===== config.mk =====
export PLATFORM = sky130hd
export DESIGN_NAME = pixel_shifter
export DESIGN_NICKNAME = d
export VERILOG_FILES = /design/src/video_pkg.sv /design/src/pixel_shifter.sv
export SDC_FILE = /design/constraint.sdc
export NUM_CORES = 1
export LEC_CHECK = 0
export BUFFER_PORTS_ARGS = -buffer_cell sky130_fd_sc_hd__buf_2
export CORE_UTILIZATION = 40
export CTS_CLUSTER_SIZE = 25
export DETAILED_ROUTE_END_ITERATION = 10
export GPL_ROUTABILITY_DRIVEN = 0
export PLACE_DENSITY = 0.68
export SYNTH_ARGS = -nofsm -noshare
export SYNTH_HDL_FRONTEND = slang
export SYNTH_SLANG_ARGS = --single-unit

===== constraint.sdc =====
create_clock -name clk -period 1.9 [get_ports clk]
set_input_delay 0.38 -clock clk [delete_from_list [all_inputs] [get_ports clk]]
set_output_delay 0.38 -clock clk [all_outputs]
set_load 0.1 [all_outputs]

===== src/video_pkg.sv =====
// ==================================================
// shared types, screen geometry, VRAM map and palette
// cell logic assumes CELL_W and CELL_H of 8
// ==================================================
`default_nettype none

package video_pkg;

    typedef logic [15:0] addr_t;     // VRAM word address
    typedef logic [15:0] word_t;     // VRAM data word
    typedef logic [11:0] color_t;    // 4:4:4 RGB

    // horizontal timing in pixels
    localparam int H_VISIBLE   = 64;
    localparam int H_TOTAL     = 80;
    localparam int HSYNC_START = 68;
    localparam int HSYNC_END   = 72;

    // vertical timing in lines
    localparam int V_VISIBLE   = 32;
    localparam int V_TOTAL     = 36;
    localparam int VSYNC_START = 33;
    localparam int VSYNC_END   = 34;

    // character cells
    localparam int CELL_W      = 8;
    localparam int CELL_H      = 8;
    localparam int COLS        = 8;
    localparam int ROWS        = 4;
    localparam int GLYPH_WORDS = CELL_H / 2;   // two glyph rows per font word

    // memory map
    localparam addr_t TILE_BASE = 16'h0000;
    localparam addr_t FONT_BASE = 16'hf000;

    // set bit = phase reserved for video fetch, all others go to the host
    localparam logic [7:0] HOST_SLOT_MASK = 8'b0000_0101;

    // fixed 16 colour table
    localparam color_t PALETTE [16] = '{
        12'h000, 12'h00a, 12'h0a0, 12'h0aa,
        12'ha00, 12'ha0a, 12'ha50, 12'haaa,
        12'h555, 12'h55f, 12'h5f5, 12'h5ff,
        12'hf55, 12'hf5f, 12'hff5, 12'hfff
    };

endpackage

`default_nettype wire

===== src/pixel_shifter.sv =====
// ==================================================
// glyph shift register and palette lookup, msb first
// one register stage, sync levels delayed to match
// ==================================================
`default_nettype none
`timescale 1ns/1ps

module pixel_shifter (
    input  wire logic       clk,
    input  wire logic       rst_n,
    input  wire logic       load,
    input  wire logic [7:0] glyph,
    input  wire logic [3:0] fg_idx,
    input  wire logic [3:0] bg_idx,
    input  wire logic       visible_in,
    input  wire logic       hsync_in,
    input  wire logic       vsync_in,
    output video_pkg::color_t color,
    output logic            visible,
    output logic            hsync,
    output logic            vsync
);
    import video_pkg::*;

    logic [7:0] shift_q;
    logic [3:0] fg_q;
    logic [3:0] bg_q;
    color_t     pix;

    // bit 7 is the current pixel
    assign pix = shift_q[7] ? PALETTE[fg_q] : PALETTE[bg_q];

    always_ff @(posedge clk or negedge rst_n) begin
        if (!rst_n) begin
            shift_q <= '0;
            fg_q    <= '0;
            bg_q    <= '0;
            color   <= '0;
            visible <= 1'b0;
            hsync   <= 1'b0;
            vsync   <= 1'b0;
        end else begin
            if (load) begin
                shift_q <= glyph;
                fg_q    <= fg_idx;
                bg_q    <= bg_idx;
            end else begin
                shift_q <= {shift_q[6:0], 1'b0};
            end
            color   <= visible_in ? pix : '0;   // black in blanking
            visible <= visible_in;
            hsync   <= hsync_in;
            vsync   <= vsync_in;
        end
    end

endmodule

`default_nettype wire


== Word-level counts from Yosys, hierarchy flattened ==
Memories as Yosys holds them, arrays and structs flattened.
Index checks and enable logic that the tools add are counted.

* Register bits: 31
* ROM bits: 384
* Input bits: 22
* Output and inout port bits: 15
* Logic and storage cells: 20
* Memories kept: 2

* Magnitude comparators: 2
* Mux-type cells: 7
* Bitwise logic cells: 2

{| class="wikitable"
|+ Memories
! name !! depth !! bits a word !! rd ports !! clocked after Yosys merged registers in !! write ports !! RTL line !! source
|-
| (no name shown) || 16 || 12 || 1 || 0 || 0 || pixel_shifter.sv:31 || <nowiki>assign pix = shift_q[7] ? PALETTE[fg_q] : PALETTE[bg_q];</nowiki>
|-
| (no name shown) || 16 || 12 || 1 || 0 || 0 || pixel_shifter.sv:31 ||
|}

{| class="wikitable"
|+ Operator list
! cell !! count
|-
| two-way mux 12 bit || 6
|-
| greater-or-equal comparator 5 bit (second input constant) || 2
|-
| NOT 4 -> 5 bit || 2
|-
| two-way mux 8 bit || 1
|}

== Longest topological paths before layout ==
* Word-level depth: 6
* Depth in mapped cells: 3
* Depth with buffers taken out: 2

== Worst setup path after synthesis ==
OpenSTA, ideal clock, no wires.

* Path kind: register -> output
* From: register color[10]
* To: output color[10]
* Arrival time: 1.357 ns
* Data required time: 1.520 ns
* Setup slack: 0.163 ns
* Stages on the path, launching flop included: 2
* Buffers on the path: 1
* Cell sequence: dfrtp_1 buf_4

{| class="wikitable"
|+ RTL lines
! item !! RTL line !! source
|-
| from (decl) || pixel_shifter.sv:18 || <nowiki>output video_pkg::color_t color,</nowiki>
|-
| from (signal assigned) || pixel_shifter.sv:50 || <nowiki>color <= visible_in ? pix : '0;</nowiki>
|}

No word-level cell between the ends.

== Worst setup path after layout ==
* From: register color[10]
* To: output color[10]

No word-level cell between the ends.

==> summary.md <==
| Metric | Value |
|---|---|
| Clock skew | `approximately 0.0062 ns` |
| Ys Warns | `0` |
| Ys flop type | `dfrtp_1` |
| Num CTS Buffers | `3` |
| Core area | `~2300 um^2` |
| Worst skew pair latency | `0.31 ns` |
| CP Class | `reg -> out` |
| Static leakage | `between 0.5 and 0.6 nW` |
| Worst-path fanout max | `4` |
| Diodes inserted | `0` |
| Setup Viol. Count Final | `0` |
| Final Hold Fails | `0` |
| DRT Wirelength | `1480 um` |
| Yosys top cell area share | `60.8%` |
| Cell count after synthesis | `66` |
| Synth cell types | `16` |
| Initial antenna violation count | `0` |
| Main combinational cell family by area after synthesis | `multiplexers` |
| Worst Path Buf+Inv | `1` |
| Slew @ Worst Pin | `0.498 ns` |
| Area delta synth->final | `19.0%` |
| Total Nets Final | `roughly 120` |
| Vert. Die Dim | `about 52 um` |
| XOR/XNOR Fraction of Synth Area | `0%` |
| Initial DRC Count | `1` |
| Final setup TNS | `0 ns` |
| Width of the die | `51.7 um` |
| Syn Std Cell Area | `around 990 um^2` |
| Fill count | `201` |
| DR vias | `583` |
| Arrival time worst endpoint | `1.12 ns` |
| Crit. End Element | `output pin` |
| Avg Cell Area, Syn | `15.0 um^2` |
| Post-route DRC violation count | `0` |
| GRT Util Overall | `13.6%` |
| First-pass GRT wire length | `roughly 2600 um` |
| Data required, critical path | `1.52 ns` |
| Routed Antenna Nets | `0` |
| CP Cell Sequence | `buf_2` |
| Post-Syn Nets | `88` |
| #FFs+latches synth | `24` |
| Mux cell area share after synthesis | `21.1%` |
| Clock Sinks | `24` |
| # Post-CTS Setup Buffers | `0` |
| Via/cell ratio | `approximately 4.7` |
| CTS tree | `built` |
| Unrepaired setup endpoints after global routing | `no` |
| Most frequent cells after synthesis | `dfrtp_1, mux2_2, buf_4, mux2_1` |
| Max stage delay on crit path | `0.43 ns` |
| Final period util | `between 70% and 80%` |
| Die Footprint | `2670 um^2` |
| Bufs on Longest Clock Path | `2` |
| Std cell rows | `17` |
| Period minus WS final | `1.50 ns` |
| Largest net degree at the start of global routing | `25` |
| Initial core utilization | `43.4%` |
| Worst path top cell family by delay | `buffers and inverters` |
| # IOs | `37` |
| Vias in the first global route | `between 500 and 600` |
| Most common cell in the netlist | `dfrtp_1` |
| Final routed wire length divided by cell count | `11.9 um` |
| Placed Cells | `120` |
| Hold-fix buffers, CTS | `0` |
| Fraction of layout cells with a size suffix above 1 | `53.1%` |
| Total Power | `0.00130 W` |
| Final std cells w/o fill | `roughly 120` |
| Max-slew violations | `0` |
| Max Cap Viol | `0` |
| PortBufs | `36` |
| Fmax | `667 MHz` |
| Setup crit start kind | `flip-flop` |
| Power per cell area | `1110 nW/um^2` |
| Number of synthesized flops with an enable pin | `0` |
| Post-synthesis compound-gate area fraction | `2.41%` |
| First-pass DRT Iterations | `2` |
| Clock slew at reported path FFs | `between 0.1 and 0.15 ns` |
| Synth area leaders | `dfrtp_1, mux2_2, mux2_1` |
| Status | `complete, no violations` |
| Post-DP HPWL | `1110 um` |
| FFs w/ async S/R, synth | `100%` |
| Relative slew slack | `66.8%` |
| CP max-delay cell | `buf_2` |
| Post-synth top area cell | `dfrtp_1` |
| # resized after CTS | `0` |
| GRT Residual Overflow | `0` |
| Root Driver | `clkbuf_4` |
| Peak supply drop | `0.645 mV` |
| Worst hold path class | `in -> async` |
| Synth Area in Simple Gates | `7.22%` |
| Synth Area in Adders | `0%` |
| Htree depth | `1` |
| Seq/Total Area, Yosys | `60.8%` |
[cell usage in the layout, fill, tap and decap left out]
cell / netlist / final
nor2b_4: 1 / 1
buf_2: 1 / 36
dfrtp_1: 24 / 24
mux2_2: 8 / 8
nor2b_1: 1 / 1
bufinv_16: 0 / 1
clkbuf_4: 0 / 3
and2_1: 1 / 1
nor4b_2: 1 / 1
nand3b_1: 2 / 2
a221oi_1: 1 / 1
mux2_1: 7 / 7
inv_1: 1 / 1
mux2i_1: 4 / 4
a2111oi_2: 1 / 1
nor2_1: 4 / 4
[registers in the layout, indices dropped and copies added, names as in the netlist]
register and flops:
shift_q 8, color 5, hsync 1, fg_q 4, vsync 1, visible 1, bg_q 4
[layer usage]
| layer | wire, um | track usage [%] | vias up |
|---|---|---|---|
| met5 | 0 | 0 | - |
| met4 | 13 | 6.76 | 0 |
| met3 | 90 | 3.80 | 2 |
| met2 | 712 | 24.2 | 23 |
| met1 | 659 | 14.7 | 280 |
| li1 | - | - | 278 |
[worst paths after layout]
path | startpoint | to | slack [ns] | cells past startpoint
worst max-delay path | color[10] | color[10] | 0.40 | 1
worst min-delay path | rst_n | shift_q[2] | 0.02 | 1
worst max register to register | shift_q[7] | color[7] | 0.74 | 2
worst min register to register | shift_q[1] | shift_q[2] | 0.47 | 1
max in group asynchronous | rst_n | bg_q[3] | 1.54 | 1
min in group clk | hsync_in | hsync | 0.17 | 1
[cell families after synthesis]
group                  after synthesis
AOI/OAI and AO/OA                    2
buffers and inverters               11
DFF                                 24
muxes                               19
and+or+nand+nor                     10
[power by group]
part	switching (W)	leakage (nW)	internal, W	total, W
clock network	0.000143	0.0279	0.000213	0.000356
logic	0.000277	0.270	0.0000803	0.000358
registers	0.0000323	0.289	0.000557	0.000589
[metrics by stage]
stage               utilization (%)  instance area (um^2)  setup WS, ns  hold WS (ns)
floorplan                         -                   988         0.163        0.0844
global placement               49.4                  1120         0.727         0.372
detailed placement             49.4                  1120         0.694         0.381
CTS                            51.7                  1180         0.376        0.0223
global route                   51.7                  1180         0.315        0.0398
finish                         51.7                  1180         0.400        0.0155
[layout make-up]
type | instances | area [um^2] | area share (%)
timing repair buffer | 36 | 180 | 15.3
multi-input combinational | 31 | 304 | 25.9
sequential | 24 | 601 | 51.1
inverter | 1 | 3.75 | 0.319
clock inverter | 1 | 30.0 | 2.55
tap | 28 | 35.0 | 2.98
clock buffer | 3 | 22.5 | 1.91
(Power assumes the default switching activity.)
