<file path="config.mk">
export PLATFORM = sky130hd
export DESIGN_NAME = vram_arbiter
export DESIGN_NICKNAME = d
export VERILOG_FILES = /design/src/video_pkg.sv /design/src/vram_arbiter.sv
export SDC_FILE = /design/constraint.sdc
export NUM_CORES = 1
export LEC_CHECK = 0
export BUFFER_PORTS_ARGS = -buffer_cell sky130_fd_sc_hd__buf_2
export CAP_MARGIN = 15
export CORE_AREA = 2 2 80 82
export DETAILED_ROUTE_END_ITERATION = 12
export DIE_AREA = 0 0 82 84
export SLEW_MARGIN = 20
export SYNTH_ARGS = -nofsm -noshare
export SYNTH_HDL_FRONTEND = slang
export SYNTH_SLANG_ARGS = --single-unit
export TNS_END_PERCENT = 100
</file>
<file path="constraint.sdc">
create_clock -name clk -period 2.9 [get_ports clk]
set_input_delay 0.29 -clock clk [delete_from_list [all_inputs] [get_ports clk]]
set_output_delay 0.29 -clock clk [all_outputs]
set_load 0.005 [all_outputs]
</file>
<file path="src/video_pkg.sv">
// ==================================================
// shared types, screen geometry, VRAM map and palette
// cell logic assumes CELL_W and CELL_H of 8
// ==================================================
`default_nettype none

package video_pkg;

    typedef logic [15:0] addr_t;     // VRAM word address
    typedef logic [15:0] word_t;     // VRAM data word
    typedef logic [11:0] color_t;    // 4:4:4 RGB

    // horizontal timing in pixels
    localparam int H_VISIBLE   = 64;
    localparam int H_TOTAL     = 80;
    localparam int HSYNC_START = 68;
    localparam int HSYNC_END   = 72;

    // vertical timing in lines
    localparam int V_VISIBLE   = 32;
    localparam int V_TOTAL     = 36;
    localparam int VSYNC_START = 33;
    localparam int VSYNC_END   = 34;

    // character cells
    localparam int CELL_W      = 8;
    localparam int CELL_H      = 8;
    localparam int COLS        = 8;
    localparam int ROWS        = 4;
    localparam int GLYPH_WORDS = CELL_H / 2;   // two glyph rows per font word

    // memory map
    localparam addr_t TILE_BASE = 16'h0000;
    localparam addr_t FONT_BASE = 16'hf000;

    // set bit = phase reserved for video fetch, all others go to the host
    localparam logic [7:0] HOST_SLOT_MASK = 8'b0000_0101;

    // fixed 16 colour table
    localparam color_t PALETTE [16] = '{
        12'h000, 12'h00a, 12'h0a0, 12'h0aa,
        12'ha00, 12'ha0a, 12'ha50, 12'haaa,
        12'h555, 12'h55f, 12'h5f5, 12'h5ff,
        12'hf55, 12'hf5f, 12'hff5, 12'hfff
    };

endpackage

`default_nettype wire
</file>
<file path="src/vram_arbiter.sv">
// ==================================================
// fixed slot VRAM sharing, video owns phases 0 and 2
// one host request pending at a time, strobe only
// while host_busy is low
// ==================================================
`default_nettype none
`timescale 1ns/1ps

module vram_arbiter (
    input  wire logic             clk,
    input  wire logic             rst_n,
    input  wire logic [2:0]       cell_phase,
    input  wire logic             vid_req,
    input  wire video_pkg::addr_t vid_addr,
    output video_pkg::word_t      vid_rdata,
    input  wire logic             host_wr,
    input  wire logic             host_rd,
    input  wire video_pkg::addr_t host_addr,
    input  wire video_pkg::word_t host_wdata,
    input  wire logic [3:0]       host_mask,
    output logic                  host_busy,
    output video_pkg::word_t      host_rdata,
    output logic                  host_rd_valid,
    output logic                  mem_sel,
    output logic                  mem_wr,
    output logic [3:0]            mem_mask,
    output video_pkg::addr_t      mem_addr,
    output video_pkg::word_t      mem_wdata,
    input  wire video_pkg::word_t mem_rdata
);
    import video_pkg::*;

    logic       vid_slot;
    logic       host_go;
    logic       pend_valid;
    logic       pend_wr;
    addr_t      pend_addr;
    word_t      pend_wdata;
    logic [3:0] pend_mask;
    logic       last_vid;    // previous access was a video fetch

    assign vid_slot  = HOST_SLOT_MASK[cell_phase];
    assign host_go   = pend_valid && !vid_slot;   // first host slot after capture
    assign host_busy = pend_valid;

    always_ff @(posedge clk or negedge rst_n) begin
        if (!rst_n) begin
            pend_valid    <= 1'b0;
            last_vid      <= 1'b0;
            host_rd_valid <= 1'b0;
        end else begin
            if (host_go) begin
                pend_valid <= 1'b0;
            end else if (host_wr || host_rd) begin
                pend_valid <= 1'b1;
            end
            last_vid      <= vid_slot && vid_req;
            host_rd_valid <= host_go && !pend_wr;
        end
    end

    // request payload, held until the host slot
    always_ff @(posedge clk) begin
        if (!pend_valid && (host_wr || host_rd)) begin
            pend_wr    <= host_wr;
            pend_addr  <= host_addr;
            pend_wdata <= host_wdata;
            pend_mask  <= host_mask;
        end
    end

    always_comb begin
        if (vid_slot) begin
            mem_sel  = vid_req;
            mem_wr   = 1'b0;
            mem_mask = 4'h0;
            mem_addr = vid_addr;
        end else begin
            mem_sel  = host_go;
            mem_wr   = pend_wr;
            mem_mask = pend_mask;
            mem_addr = pend_addr;
        end
    end

    assign mem_wdata = pend_wdata;   // only written in host slots

    // read data goes to whoever owned the last cycle
    assign vid_rdata  = last_vid ? mem_rdata : '0;
    assign host_rdata = host_rd_valid ? mem_rdata : '0;

endmodule

`default_nettype wire

</file>
# ---- Word-level counts from Yosys, hierarchy flattened
# Memory sizes are Yosys's and may differ from the RTL's.
# Cells that the tools add are included.
dict set report word_totals {
  ff_bits 40
  mem_bits_ro 8
  in_bits 76
  out_inout_bits 72
  wordCells 27
  memories 1
}
dict set report classes {
  magnitude_cmp 1
  muxes 9
  reduce_logical 9
}
# memory depth width read_ports rd_ports_with_merged_regs wr line_no
set memory_table {}
lappend memory_table {{(no name shown)} 8 1 1 0 0 vram_arbiter.sv:42} ;# assign vid_slot = HOST_SLOT_MASK[cell_phase];
# cell n
set op_table {}
lappend op_table {{16-bit 2-to-1 mux} 3}
lappend op_table {{1-bit 2-to-1 mux} 5}
lappend op_table {{1-bit logical AND} 4}
lappend op_table {{3-bit by 4-bit less-than comparator with 1-bit output, second input constant} 1}
lappend op_table {{4-bit 2-to-1 mux} 1}
lappend op_table {{1-bit zero test} 3}
lappend op_table {{2-bit nonzero test} 1}
lappend op_table {{1-bit logical OR} 1}

# ---- Depth between registers and ports, before layout
dict set report depth {
  word_depth 5
  mapped_depth 3
  depth_no_buf 2
}

# ---- Least setup slack after synthesis
# Ideal clock, no wire load.
dict set report synth_timing {
  path_type {register -> register}
  start {register pend_valid (netlist: host_busy)}
  end {register pend_wdata[0] (netlist: mem_wdata[0]) (enable)}
  arrival_ns 1.985
  setup_slack_ns 0.483
  path_stages_with_launch 2
  synth_period_minus_slack_ns 2.417
  path_cell_list {dfrtp_1 > nor2_1}
}
dict set report synth_between {
  elab_chain_len 2
}
# element line_no
set synth_rtl {}
lappend synth_rtl {{start, declared} vram_arbiter.sv:35} ;# logic pend_valid;
lappend synth_rtl {{start signal, assigned} vram_arbiter.sv:48} ;# pend_valid <= 1'b0;
lappend synth_rtl {{start signal, assigned} vram_arbiter.sv:53} ;# pend_valid <= 1'b0;
lappend synth_rtl {{start signal, assigned} vram_arbiter.sv:55} ;# pend_valid <= 1'b1;
lappend synth_rtl {{1-bit zero test} vram_arbiter.sv:64} ;# if (!pend_valid && (host_wr || host_rd)) begin
lappend synth_rtl {{1-bit logical AND} vram_arbiter.sv:64}
lappend synth_rtl {{end signal, assigned} vram_arbiter.sv:67} ;# pend_wdata <= host_wdata;
lappend synth_rtl {{end, declared} vram_arbiter.sv:38} ;# word_t pend_wdata;
# No other way between the ends.
# A chain may end at the register's enable or synchronous reset.

# ---- Worst setup path in the final report
dict set report layout_timing {
  start {input cell_phase[0]}
  end {output mem_addr[15]}
}
dict set report layout_between {
  elab_chain_len 3
}
# element line_no
set layout_rtl {}
lappend layout_rtl {{start, declared} vram_arbiter.sv:12} ;# input wire logic [2:0] cell_phase,
lappend layout_rtl {{memory read 8 x 1 bit} -}
lappend layout_rtl {{1-bit 2-to-1 mux (not written as such)} vram_arbiter.sv:42}
lappend layout_rtl {{16-bit 2-to-1 mux} vram_arbiter.sv:73} ;# if (vid_slot) begin
lappend layout_rtl {{end, declared} vram_arbiter.sv:27} ;# output video_pkg::addr_t mem_addr,
# No other way between the ends. The select of a mux whose other input is x is not followed.

==> metrics.csv <==
stage,metric,value,unit
cells_and_area,Filler cells,583,
setup_path,critical path depth,4,
setup_path,worst reg2reg path endpoint,pend_addr[1],
clock_network,CTS tree,yes,
power,Switching Share,0.224,
power,share of power burned in registers,0.514,
cells_and_area,most frequent cells in the layout,"buf_2, edfxtp_1, and2_1",
route,Initial DRC Count,42,
route,DRC errors left,0,
global_routing,Tot GR Track Use,0.117,
logic_synthesis,synthesized area,0.00175,mm^2
route,vias per std cell,4.22,
setup_path,CP cell instances,buf_2 > nor2_4 > mux2_2 > buf_2,
setup_path,"slowest stage delay, CP",0.61,ns
power,clock share of power,0.302,
status,status,finished clean,
setup_path,cells on worst reg2reg path,2,
timing,Fmax achieved,541,MHz
route,Post-DRT Antenna Nets,0,
setup_path,Worst path most repeated cell,buf_2,
cells_and_area,post-layout util,0.438,
cells_and_area,fin nets,332,
logic_synthesis,post-synth top area share,0.634,
timing,fin crit share,0.637,
route,Avg WL per Cell,12.3,um
power,PD cells,537,mW/mm^2
power,leakage,1.32,nW
timing,final setup TNS,0,ns
power,Peak VDD IR,0.296,mV
timing,RSZ-0062 raised after global routing,false,
clock_network,Sink Count,40,
floorplanning,Core Rows,29,
clock_network,Root Buffer,clkbuf_8,
setup_path,FF-to-FF Start,host_busy,
run,Max Cap Viol,0,
setup_path,critical setup path kind,input pin to primary output,
setup_path,CP max stage cell,nor2_4,
min_path,HP Class,input pin to flop,
timing,Max Slew Vio Count,0,
timing,actual slew at the worst max-slew pin,0.769,ns
place,HPWL after DPL,3.25,mm
logic_synthesis,Synth Register Bits,40,
cells_and_area,"commonest non-fill, non-tap cell in the layout",buf_2,
floorplanning,Initial Util,0.287,
timing,clock skew,0.00351,ns
power,Sw Pwr,0.321,mW
clock_network,Worst-path clk slew,0.08,ns
global_routing,remaining global-route overflow,0,
power,Logic pwr share,0.184,
place,routability congestion estimate,0.668,
clock_network,CTS max path bufs,2,
global_routing,first-pass GRT wire length,5.98,mm
logic_synthesis,synth top area cells,"edfxtp_1, and2_1, mux2_4",
clock_network,H-tree Lvls,2,
clock_network,total clock buffers created by CTS,5,
cells_and_area,# diodes,0,
setup_path,CP endpoint kind,primary output,
setup_path,crit-path max FO,23,
floorplanning,die width,82,um
setup_path,worst path bufs/invs,2,
clock_network,clk_lat worst skew,0.28,ns
route,DR pass1 iterations,3,
setup_path,crit path from,cell_phase[0],
route,total wire length,4.10,mm
setup_path,Critical Path Sink,mem_addr[15],
logic_synthesis,post-synth net total,181,
logic_synthesis,"Distinct cells, synth",15,
timing,Slew headroom,0.486,
floorplanning,total core area,0.00610,mm^2
logic_synthesis,synth warn,0,
setup_path,reg2reg setup slack,1.57,ns
floorplanning,Die Y,84,um
cells_and_area,share of cells above drive strength 1,0.693,
logic_synthesis,cells after synthesis,105,
timing,final-report hold violation count,0,
global_routing,largest net degree at the start of global routing,38,
power,Internal,1.11,mW
timing,Final setup viols,0,
logic_synthesis,register area share after synthesis,0.677,
timing,Final Critical Period,1.85,ns
global_routing,initial antenna violation count,0,
setup_path,"delay-heaviest family, CP",simple AND/OR/NAND/NOR gates,
logic_synthesis,dominant cell type by area after synthesis,edfxtp_1,
cells_and_area,Layout area overhead,52.5,%
place,input/output buffers,146,
floorplanning,IO Count,148,
floorplanning,area of the die,0.00689,mm^2
setup_path,CP arrival,1.56,ns
global_routing,vias in the first global route,1358,
route,routed via count,1409,
clock_network,post-CTS sizing,0,
logic_synthesis,"Avg Cell Area, Syn",16.7,um^2
setup_path,"Req. time, crit path",2.61,ns
setup_path,Setup crit start kind,input pin,
[power groups by stage]
stage | Clock [mW] | Combinational [mW] | Sequential (mW)
final | 0.433 | 0.264 | 0.737
after global routing | 0.467 | 0.297 | 0.744
after CTS | 0.453 | 0.272 | 0.738
after detailed placement | 0 | 0.270 | 0.751
after global placement | 0 | 0.268 | 0.748
after floorplan | 0 | 0.119 | 0.748
[cell usage after synthesis]
cell type and count:
edfxtp_1 37, and2_1 32, mux2_4 13, and2b_2 5
dfrtp_1 3, mux2_2 3, nor2_1 3, clkbuf_1 2
a21bo_2 1, and2_2 1, buf_12 1, buf_6 1
nor2_4 1, o21ai_0 1, o31a_1 1
[what timing repair did]
item / in CTS / in global routing
hold buffers: 1 / 0
setup buffers: 0 / 0
endpoints found under the hold margin: 3 / 0
[how the worst min path moves through the flow]
| stage | from | to | depth (start not counted) |
|---|---|---|---|
| 2_1_floorplan | rst_n | host_busy | 0 |
| 3_3_place_gp | rst_n | host_busy | 1 |
| 3_5_place_dp | rst_n | host_busy | 1 |
| 4_1_cts | host_wdata[0] | mem_wdata[0] | 1 |
| 5_1_grt | host_mask[0] | pend_mask[0] | 1 |
| 6_report | host_mask[0] | pend_mask[0] | 1 |
[cells by family after synthesis]
kind of cell | after synthesis | share of synthesized area
DFF | 40 | 0.677
AOI/OAI and AO/OA | 3 | 0.0136
and+or+nand+nor | 42 | 0.156
muxes | 16 | 0.131
buffers and inverters | 4 | 0.0221
[stage by stage]
step / instance area (um^2) / total power [mW] / setup slack, ns / std cells / hold WS, ns
finish: 2670 / 1.43 / 1.05 / 334 / 0.177
global route: 2670 / 1.51 / 0.945 / 334 / 0.155
CTS: 2670 / 1.46 / 1.00 / 334 / 0.162
detailed placement: 2550 / 1.02 / 1.01 / 325 / 0.0913
global placement: 2550 / 1.02 / 1.03 / 325 / 0.0894
floorplan: 1750 / 0.867 / 0.483 / 105 / -0.00559
[worst register-to-register path, stage by stage (launching register included)]
cell	delay, ns
dfrtp_1	0.44
nor2_4	0.12
buf_4	0.39
[state kept, by name, summed over array words and instances (netlist names)]
signal	count
mem_wdata	16
pend_addr	16
pend_mask	4
host_busy	1
host_rd_valid	1
last_vid	1
pend_wr	1
[cell type report]
type | instances | area [um^2] | area share
flip-flops and latches | 40 | 1190 | 0.444
clock buffers | 5 | 68.8 | 0.0258
clock inverters | 3 | 37.5 | 0.0141
repair buffers | 148 | 748 | 0.280
well taps | 77 | 96.3 | 0.0361
multi-input cells | 61 | 534 | 0.200
[layer usage]
| metal | vias up | part of all wire | GRT usage |
|---|---|---|---|
| met4 | 0 | 0.0059 | 0.0409 |
| met3 | 2 | 0.16 | 0.0628 |
| met2 | 104 | 0.51 | 0.211 |
| li1 | 671 | - | - |
| met5 | - | 0 | 0 |
| met1 | 632 | 0.33 | 0.106 |
No activity file was read; power rests on OpenSTA's default activity.
