`src/video_pkg.sv`:
```
// ==================================================
// shared types, screen geometry, VRAM map and palette
// cell logic assumes CELL_W and CELL_H of 8
// ==================================================
`default_nettype none

package video_pkg;

    typedef logic [15:0] addr_t;     // VRAM word address
    typedef logic [15:0] word_t;     // VRAM data word
    typedef logic [11:0] color_t;    // 4:4:4 RGB

    // horizontal timing in pixels
    localparam int H_VISIBLE   = 64;
    localparam int H_TOTAL     = 80;
    localparam int HSYNC_START = 68;
    localparam int HSYNC_END   = 72;

    // vertical timing in lines
    localparam int V_VISIBLE   = 32;
    localparam int V_TOTAL     = 36;
    localparam int VSYNC_START = 33;
    localparam int VSYNC_END   = 34;

    // character cells
    localparam int CELL_W      = 8;
    localparam int CELL_H      = 8;
    localparam int COLS        = 8;
    localparam int ROWS        = 4;
    localparam int GLYPH_WORDS = CELL_H / 2;   // two glyph rows per font word

    // memory map
    localparam addr_t TILE_BASE = 16'h0000;
    localparam addr_t FONT_BASE = 16'hf000;

    // set bit = phase reserved for video fetch, all others go to the host
    localparam logic [7:0] HOST_SLOT_MASK = 8'b0000_0101;

    // fixed 16 colour table
    localparam color_t PALETTE [16] = '{
        12'h000, 12'h00a, 12'h0a0, 12'h0aa,
        12'ha00, 12'ha0a, 12'ha50, 12'haaa,
        12'h555, 12'h55f, 12'h5f5, 12'h5ff,
        12'hf55, 12'hf5f, 12'hff5, 12'hfff
    };

endpackage

`default_nettype wire
```
`src/video_timing.sv`:
```
// ==================================================
// pixel and line counters, one pixel per clock
// sync pulses are active high
// fetch position runs one cell ahead of the display
// ==================================================
`default_nettype none
`timescale 1ns/1ps

module video_timing (
    input  wire logic  clk,
    input  wire logic  rst_n,
    output logic [6:0] h_count,
    output logic [5:0] v_count,
    output logic [2:0] cell_phase,
    output logic [2:0] fetch_col,
    output logic [4:0] fetch_line,
    output logic       fetch_active,
    output logic       visible,
    output logic       hsync,
    output logic       vsync
);
    import video_pkg::*;

    logic [3:0] h_cell;
    logic [3:0] next_cell;
    logic       wrap;        // next cell is on the next line
    logic [5:0] next_line;
    logic [5:0] line_sel;

    always_ff @(posedge clk or negedge rst_n) begin
        if (!rst_n) begin
            h_count <= '0;
            v_count <= '0;
        end else if (h_count == 7'(H_TOTAL - 1)) begin
            h_count <= '0;
            if (v_count == 6'(V_TOTAL - 1)) begin
                v_count <= '0;
            end else begin
                v_count <= v_count + 6'd1;
            end
        end else begin
            h_count <= h_count + 7'd1;
        end
    end

    assign cell_phase = h_count[2:0];
    assign visible    = (h_count < 7'(H_VISIBLE)) && (v_count < 6'(V_VISIBLE));
    assign hsync      = (h_count >= 7'(HSYNC_START)) && (h_count < 7'(HSYNC_END));
    assign vsync      = (v_count >= 6'(VSYNC_START)) && (v_count < 6'(VSYNC_END));

    // look-ahead cell, last blank cell fetches column 0 of the next line
    assign h_cell    = h_count[6:3];
    assign next_cell = h_cell + 4'd1;
    assign wrap      = (next_cell == 4'(H_TOTAL / CELL_W));
    assign next_line = (v_count == 6'(V_TOTAL - 1)) ? '0 : v_count + 6'd1;
    assign line_sel  = wrap ? next_line : v_count;

    assign fetch_col    = wrap ? 3'd0 : next_cell[2:0];
    assign fetch_line   = line_sel[4:0];
    assign fetch_active = (wrap || (next_cell < 4'(COLS))) &&
                          (line_sel < 6'(V_VISIBLE));

endmodule

`default_nettype wire

```
`config.mk`:
```
export PLATFORM = sky130hd
export DESIGN_NAME = video_timing
export DESIGN_NICKNAME = d
export VERILOG_FILES = /design/src/video_pkg.sv /design/src/video_timing.sv
export SDC_FILE = /design/constraint.sdc
export NUM_CORES = 1
export LEC_CHECK = 0
export BUFFER_PORTS_ARGS = -buffer_cell sky130_fd_sc_hd__buf_2
export CAP_MARGIN = 20
export CORE_ASPECT_RATIO = 1.4
export CORE_UTILIZATION = 50
export DETAILED_ROUTE_END_ITERATION = 8
export GPL_ROUTABILITY_DRIVEN = 0
export GPL_TIMING_DRIVEN = 1
export PLACE_DENSITY = 0.78
export RECOVER_POWER = 25
export SYNTH_ARGS = -nofsm -noshare
export SYNTH_HDL_FRONTEND = slang
export SYNTH_SLANG_ARGS = --single-unit
```
`constraint.sdc`:
```
create_clock -name clk -period 3.4 [get_ports clk]
set_input_delay 0.17 -clock clk [delete_from_list [all_inputs] [get_ports clk]]
set_output_delay 0.17 -clock clk [all_outputs]
set_load 0.005 [all_outputs]
```
# --- Word level (Yosys, flattened, before mapping) ---
# Cells that the tools add are included.
op_classes:
  n_addsub: 3
  n_lt_le_gt_ge: 8
  eq_ne: 3
  mux: 4
  reduce_logical: 5
ops:
  columns: ["op", "n"]
  rows:
  - ["6-bit less-than comparator (second input constant)", 3]
  - ["7-bit less-than comparator (second input constant)", 2]
  - ["6-bit two-way mux", 2]
  - ["7-bit by 1-bit adder with 7-bit output (second input constant)", 1]
  - ["7-bit equality test (second input constant)", 1]
  - ["7-bit greater-or-equal comparator (second input constant)", 1]
  - ["7-bit two-way mux", 1]
  - ["6-bit by 1-bit adder with 6-bit output (second input constant)", 1]
  - ["6-bit equality test (second input constant)", 1]
  - ["6-bit greater-or-equal comparator (second input constant)", 1]
  - ["4-bit by 1-bit adder with 4-bit output (second input constant)", 1]
  - ["4-bit equality test (second input constant)", 1]
  - ["1-bit logical AND", 4]
  - ["4-bit less-than comparator (second input constant)", 1]
  - ["3-bit two-way mux", 1]
  - ["1-bit logical OR", 1]
totals:
  regBits: 13
  input_bits: 2
  out_inout_bits: 28

# --- Longest topological paths before layout ---
# Gate-level depths: netlist (run 1).
depth:
  word_depth: 5
  depth_mapped: 6
  ltp_nobuf: 6

# --- Worst setup path after synthesis (run 1) ---
# Ideal clock, no wire load.
synth_path:
  path_type: "register to output"
  startpoint: "reg h_count[4]"
  endpoint: "out fetch_line[0]"
  t_arrival_ns: 1.571
  slack_ns: 1.659
  path_stages_with_launch: 7
  cell_sequence: "dfrtp_1 inv_1 ha_1 nand3b_1 nor2_2 a31oi_4 mux2_2"
synth_via:
  elab_chain_cells: 3
synth_rtl:
  columns: ["element", "line", "text"]
  rows:
  - ["from (decl)", "video_timing.sv:12", "output logic [6:0] h_count,"]
  - ["from (signal assigned)", "video_timing.sv:42", "h_count <= h_count + 7'd1;"]
  - ["4-bit by 1-bit adder with 4-bit output", "video_timing.sv:53", "assign next_cell = h_cell + 4'd1;"]
  - ["4-bit equality test", "video_timing.sv:54", "assign wrap = (next_cell == 4'(H_TOTAL / CELL_W));"]
  - ["6-bit two-way mux", "video_timing.sv:56", "assign line_sel = wrap ? next_line : v_count;"]
  - ["to (decl)", "video_timing.sv:16", "output logic [4:0] fetch_line,"]
# No other way between the ends.

# --- Final worst setup path (run 1) ---
# Ends and elaborated chain as after synthesis.

==> results of run 1 <==
through the flow:
step	util, %	std cells
floorplan	-	108
global placement	62.3	152
detailed placement	62.3	152
CTS	64.3	157
global route	64.3	157
finish	64.3	157
cell usage after synthesis (2+ instances only):
cell | count | area share (%)
dfrtp_1 | 13 | 32
nor2_1 | 12 | 4.5
nand2_1 | 9 | 3.3
ha_1 | 7 | 8.7
buf_4 | 5 | 3.7
inv_1 | 5 | 1.9
o21ai_0 | 5 | 2.5
xnor2_1 | 5 | 4.3
a21oi_1 | 4 | 2.0
and3_1 | 4 | 2.5
nand3_1 | 4 | 2.0
xor2_1 | 4 | 3.5
and2_1 | 2 | 1.2
mux2_1 | 2 | 2.2
nand2b_1 | 2 | 1.2
nand3_2 | 2 | 2.0
nor3_1 | 2 | 0.99
sequential cells by signal (all words and copies together), names as in the netlist:
register  count
v_count       6
h_count       7
power groups by stage:
| stage | sequential, mW | clock (mW) | combinational, mW |
|---|---|---|---|
| after floorplan | 0.158 | 0 | 0.000000265 |
| after global placement | 0.158 | 0 | 0.00371 |
| after detailed placement | 0.158 | 0 | 0.00371 |
| after CTS | 0.154 | 0.105 | 0.00459 |
| after global routing | 0.155 | 0.113 | 0.00497 |
| final | 0.154 | 0.103 | 0.00408 |
routing by layer:
metal / track usage, % / vias to the layer above / part of all wire [%]
li1: - / 424 / -
met1: 28.3 / 410 / 44
met2: 35.8 / 24 / 51
met3: 3.60 / 5 / 3.6
met4: 10.3 / 0 / 2.1
met5: 0 / - / 0
cell usage in the layout (no fill, tap or decap), types with 3 or more instances in the layout:
master / instances
buf_2: 28
o21ai_0: 5
clkbuf_4: 3
inv_1: 5
nand2_1: 9
xor2_1: 4
nor2_1: 12
ha_1: 7
and3_1: 4
xnor2_1: 5
nand3_1: 4
a21oi_1: 4
dfrtp_1: 13
area by class of cell:
class	count	share of cell area, %
multi-input combinational	84	52.5
sequential	13	27.7
timing repair buffer	31	13.8
clock buffer	4	2.24
tap	20	2.13
inverter	5	1.60
worst min-delay path by stage:
stage	startpoint	to	slack, ns	cells past startpoint
after floorplan	rst_n	h_count[0]	-0.13	0
after global placement	rst_n	h_count[2]	0.08	1
after detailed placement	rst_n	h_count[0]	0.08	1
after CTS	rst_n	h_count[0]	0.30	2
after global routing	rst_n	h_count[0]	0.52	2
final	rst_n	h_count[0]	0.44	2
logic make-up (layout without fill, tap and decap cells):
family | Yosys count | in the layout
compound gates | 15 | 15
xor+xnor | 9 | 9
fa+ha+maj | 7 | 7
buf+inv | 11 | 40
flops | 13 | 13
mux | 5 | 5
simple gates | 48 | 48
worst max-delay path, stage by stage (launching register included):
cell	delay (ns)
dfrtp_1	0.52
inv_1	0.15
ha_1	0.28
nand3b_1	0.18
nor2_2	0.07
a31oi_4	0.20
mux2_2	0.36
buf_2	0.13
timing repair:
| action | CTS | global route |
|---|---|---|
| buffers inserted | 0 | 0 |
| hold endpoints to repair | 13 | 0 |
| hold buffers | 1 | 0 |
==> results.toml, run 1 <==
[clock_tree]
cts_sinks = 13
cts_tree = "yes"
cts_root_buffer = "clkbuf_4"
ctsResizeCount = 0
cts_max_path_buffers = 2
cts_made_buffers = 3
worstSkewPairLatency_ns = 0.29
clkTransAtPathRegs_ns = 0.09
h-tree-depth = 1

[power_and_ir_drop]
total_power_mw = 0.261
power_density_nw_per_um2 = 223
switching_share_pct = 23.0
leakage_nw = 0.554
peakVddDrop_mv = 0.193
switchingPower_mw = 0.0599
clock_power_share_pct = 39.3
seqPwrFrac_pct = 59.2
intPower_mw = 0.201
p_comb_share_pct = 1.6

[floorplanning]
die_w_um = 40.0
fp.dieH_um = 55.1
fp.dieArea_sq_um = 2200
core_sq_um = 1820
num_rows = 18
initial_core_util_pct = 55.3
io_pins = 30

[global_route]
overflow = 0
antenna_found_initial = 0
grt_max_degree = 14
grt_pass1_wl_um = 3350
grt_pass1_vias = 756
grt.total_usage_pct = 22.3

[detailed_routing]
wl_per_cell_um = 13.6
drc = 0
routed_wl_um = 2140
dr.pass1.iters = 4
vias = 863
vias_per_cell = 5.50
drtIter0Drc = 13
postRouteAntennaNets = 0

[final_layout]
multi_input_area_sq_um = 616
antenna_cells = 0
nNetsFinal = 147
fin_area_sq_um = 1170
regArea_sq_um = 325
syn_to_final_growth_pct = 16.3
drive_gt1_share_pct = 32.1
fillers = 170

[worst_setup_path]
critPathMaxFanout = 9
crit_start = "h_count[4]"
cp-start-kind = "register"
cp-endpoint = "fetch_line[0]"
crit_type = "register to primary output"
r2r_end = "v_count[2]"
cp.required_ns = 3.23
reg2reg_slack_ns = 1.70
worstPathArrival_ns = 2.19
end_kind = "primary output"
r2r_start = "h_count[0]"
rr_worst_depth = 6

[sta]
rsz0062_at_grt = "no"
clock_skew_ns = 0.00287
maxSlewViolCount = 0
setup_viol = 0
hold_viol = 0
fin_ws_ns = 1.04
tightest_slew_ns = 0.716
slew_headroom_pct = 52.3
min_period_ns = 2.36
fin_crit_sh_pct = 69.4
fmax_mhz = 424
timing.hold.ws_ns = 0.439
tns_ns = 0

[synthesis]
synth_area_sq_um = 1010
syn_inst = 108
ys.flop_type = "dfrtp_1"
synth_edf_count = 0
yosys.area_share.simple_pct = 27.7
synth_area_per_cell_sq_um = 9.34
synth-xor-area-share_pct = 7.82
yosysSeqAreaShare_pct = 32.3
synth_compound_area_share_pct = 11.0
synth-async-reset-ratio_pct = 100
ys_types = 38
synthAdderAreaFrac_pct = 8.68
synth_fp_nets = 117
synth-seq-cells = 13
synth_mux_area_share_pct = 5.83
yosysWarningCount = 0
synth_top_family_by_area = "simple AND/OR/NAND/NOR gates"

[placement]
portBuffers = 29
placed_area_sq_um = 1140
place_worst_setup_slack_ns = 1.40
dp_hpwl_um = 1620

[job]
maxCapViolations = 0

[hold_path]
hold_class = "input pin to asynchronous set/reset pin"

[run_status]
status = "finished, final reports clean"
No activity file was read; power rests on OpenSTA's default activity.
==> run 2, diff against run 1 <==
==> constraint.sdc (replaced) <==
create_clock -name clk -period 2.5 [get_ports clk]
set_input_delay 0.125 -clock clk [delete_from_list [all_inputs] [get_ports clk]]
set_output_delay 0.125 -clock clk [all_outputs]
set_load 0.005 [all_outputs]
==> results.toml, run 2 (synthesis results as in run 1) <==
[run_status]
status = "finished, final reports clean"

[power_and_ir_drop]
switchingPower_mw = 0.0847
leakage_nw = 0.554
switching_share_pct = 23.6
power_density_nw_per_um2 = 306
total_power_mw = 0.358
seqPwrFrac_pct = 58.6
clock_power_share_pct = 39.8
intPower_mw = 0.274
peakVddDrop_mv = 0.375
p_comb_share_pct = 1.6

[sta]
maxSlewViolCount = 0
clock_skew_ns = 0.00247
slew_headroom_pct = 51.5
fmax_mhz = 431
tns_ns = 0
rsz0062_at_grt = "no"
setup_viol = 0
timing.hold.ws_ns = 0.403
hold_viol = 0
min_period_ns = 2.32
tightest_slew_ns = 0.727
fin_crit_sh_pct = 92.8

[worst_setup_path]
cp.required_ns = 2.38
rr_worst_depth = 5
max_stage_delay_ns = 0.49
reg2reg_slack_ns = 0.79
worstPathArrival_ns = 2.20
cp-start-kind = "register"
crit_chain = "inv_1 -> ha_1 -> nand3b_1 -> nor2_2 -> a22oi_1 -> mux2_1 -> buf_2"
crit_family = "flip-flops"
cp_num_buf_inv = 2
r2r_start = "h_count[0]"
critPathMaxFanout = 9
cpMaxStageDelayCell = "dfrtp_1"
r2r_end = "v_count[2]"
end_kind = "primary output"
crit_type = "register to primary output"

[global_route]
overflow = 0
grt_pass1_vias = 800
antenna_found_initial = 0
grt.total_usage_pct = 24.1
grt_pass1_wl_um = 3500
grt_max_degree = 14

[placement]
portBuffers = 29
dp.cells = 152
dp_hpwl_um = 1670

[final_layout]
drive_gt1_share_pct = 32.1
syn_to_final_growth_pct = 16.3
top_register = "h_count"
reg_top3 = "h_count: 7 flops, v_count: 6 flops"
largest_reg_flops = 7
post_layout_nonfiller_instances = 157
antenna_cells = 0
final_common_cell = "buf_2"
final_cell_mix = "buf_2, dfrtp_1, nor2_1, nand2_1, ha_1"
fillers = 150
nNetsFinal = 147

[floorplanning]
fp.dieH_um = 55.1
die_w_um = 40.0
io_pins = 30
initial_core_util_pct = 55.3
core_sq_um = 1820
fp.dieArea_sq_um = 2200
num_rows = 18

[clock_tree]
h-tree-depth = 1
cts_setup_buffers = 0
cts_root_buffer = "clkbuf_4"
cts_tree = "yes"
clkTransAtPathRegs_ns = 0.09
cts_max_path_buffers = 2
cts_made_buffers = 3
cts_sinks = 13
worstSkewPairLatency_ns = 0.29

[detailed_routing]
dr.pass1.iters = 4
drtIter0Drc = 11
wl_per_cell_um = 14.4
vias = 855
postRouteAntennaNets = 0
drc = 0
vias_per_cell = 5.45
routed_wl_um = 2270

[job]
maxCapViolations = 0

[hold_path]
hold_class = "input pin to asynchronous set/reset pin"
[run 2: cell counts in the layout (fill, tap and decap cells not counted)]
No cell type changed its count.
[run 2: layout make-up]
type,count,area (sq um),area share [%]
Tap cell,20,25.0,2.13
Sequential cell,13,325,27.7
Inverter,5,18.8,1.60
Multi-Input combinational cell,84,616,52.5
Timing Repair Buffer,31,161,13.8
Clock buffer,4,26.3,2.24
[run 2: worst max-delay path by stage]
| stage | slack (ns) | startpoint | end | cells after the start |
|---|---|---|---|---|
| floorplan | 0.80 | h_count[4] | fetch_line[0] | 6 |
| global placement | 0.55 | h_count[4] | fetch_line[2] | 7 |
| detailed placement | 0.51 | h_count[4] | fetch_line[0] | 7 |
| CTS | 0.17 | h_count[4] | fetch_line[0] | 7 |
| global route | 0.04 | h_count[4] | fetch_line[2] | 7 |
| finish | 0.18 | h_count[4] | fetch_line[2] | 7 |
[run 2: power groups by stage]
stage	registers (mW)	logic (mW)	clock network, mW
5_1_grt	0.210	0.00693	0.151
2_1_floorplan	0.214	0.000000265	0
6_report	0.210	0.00563	0.142
3_3_place_gp	0.214	0.00503	0
4_1_cts	0.210	0.00633	0.144
3_5_place_dp	0.214	0.00516	0
[run 2: per-stage QoR]
stage / area (sq um) / worst slack [ns] / util (%)
2_1_floorplan: 1010 / 0.804 / -
3_3_place_gp: 1140 / 0.545 / 62.3
3_5_place_dp: 1140 / 0.505 / 62.3
4_1_cts: 1170 / 0.167 / 64.3
5_1_grt: 1170 / 0.0403 / 64.3
6_report: 1170 / 0.180 / 64.3
[run 2: per-layer routing]
metal	up-vias	wire (um)	GRT usage [%]
met2	28	1150	39.2
met4	0	52	15.5
met5	-	0	0
met1	399	969	28.5
li1	424	-	-
met3	4	97	3.60
[run 2: repair_timing]
item,in CTS,in global routing
hold buffers,1,0
gates resized for setup,0,0
hold endpoints to repair,13,0
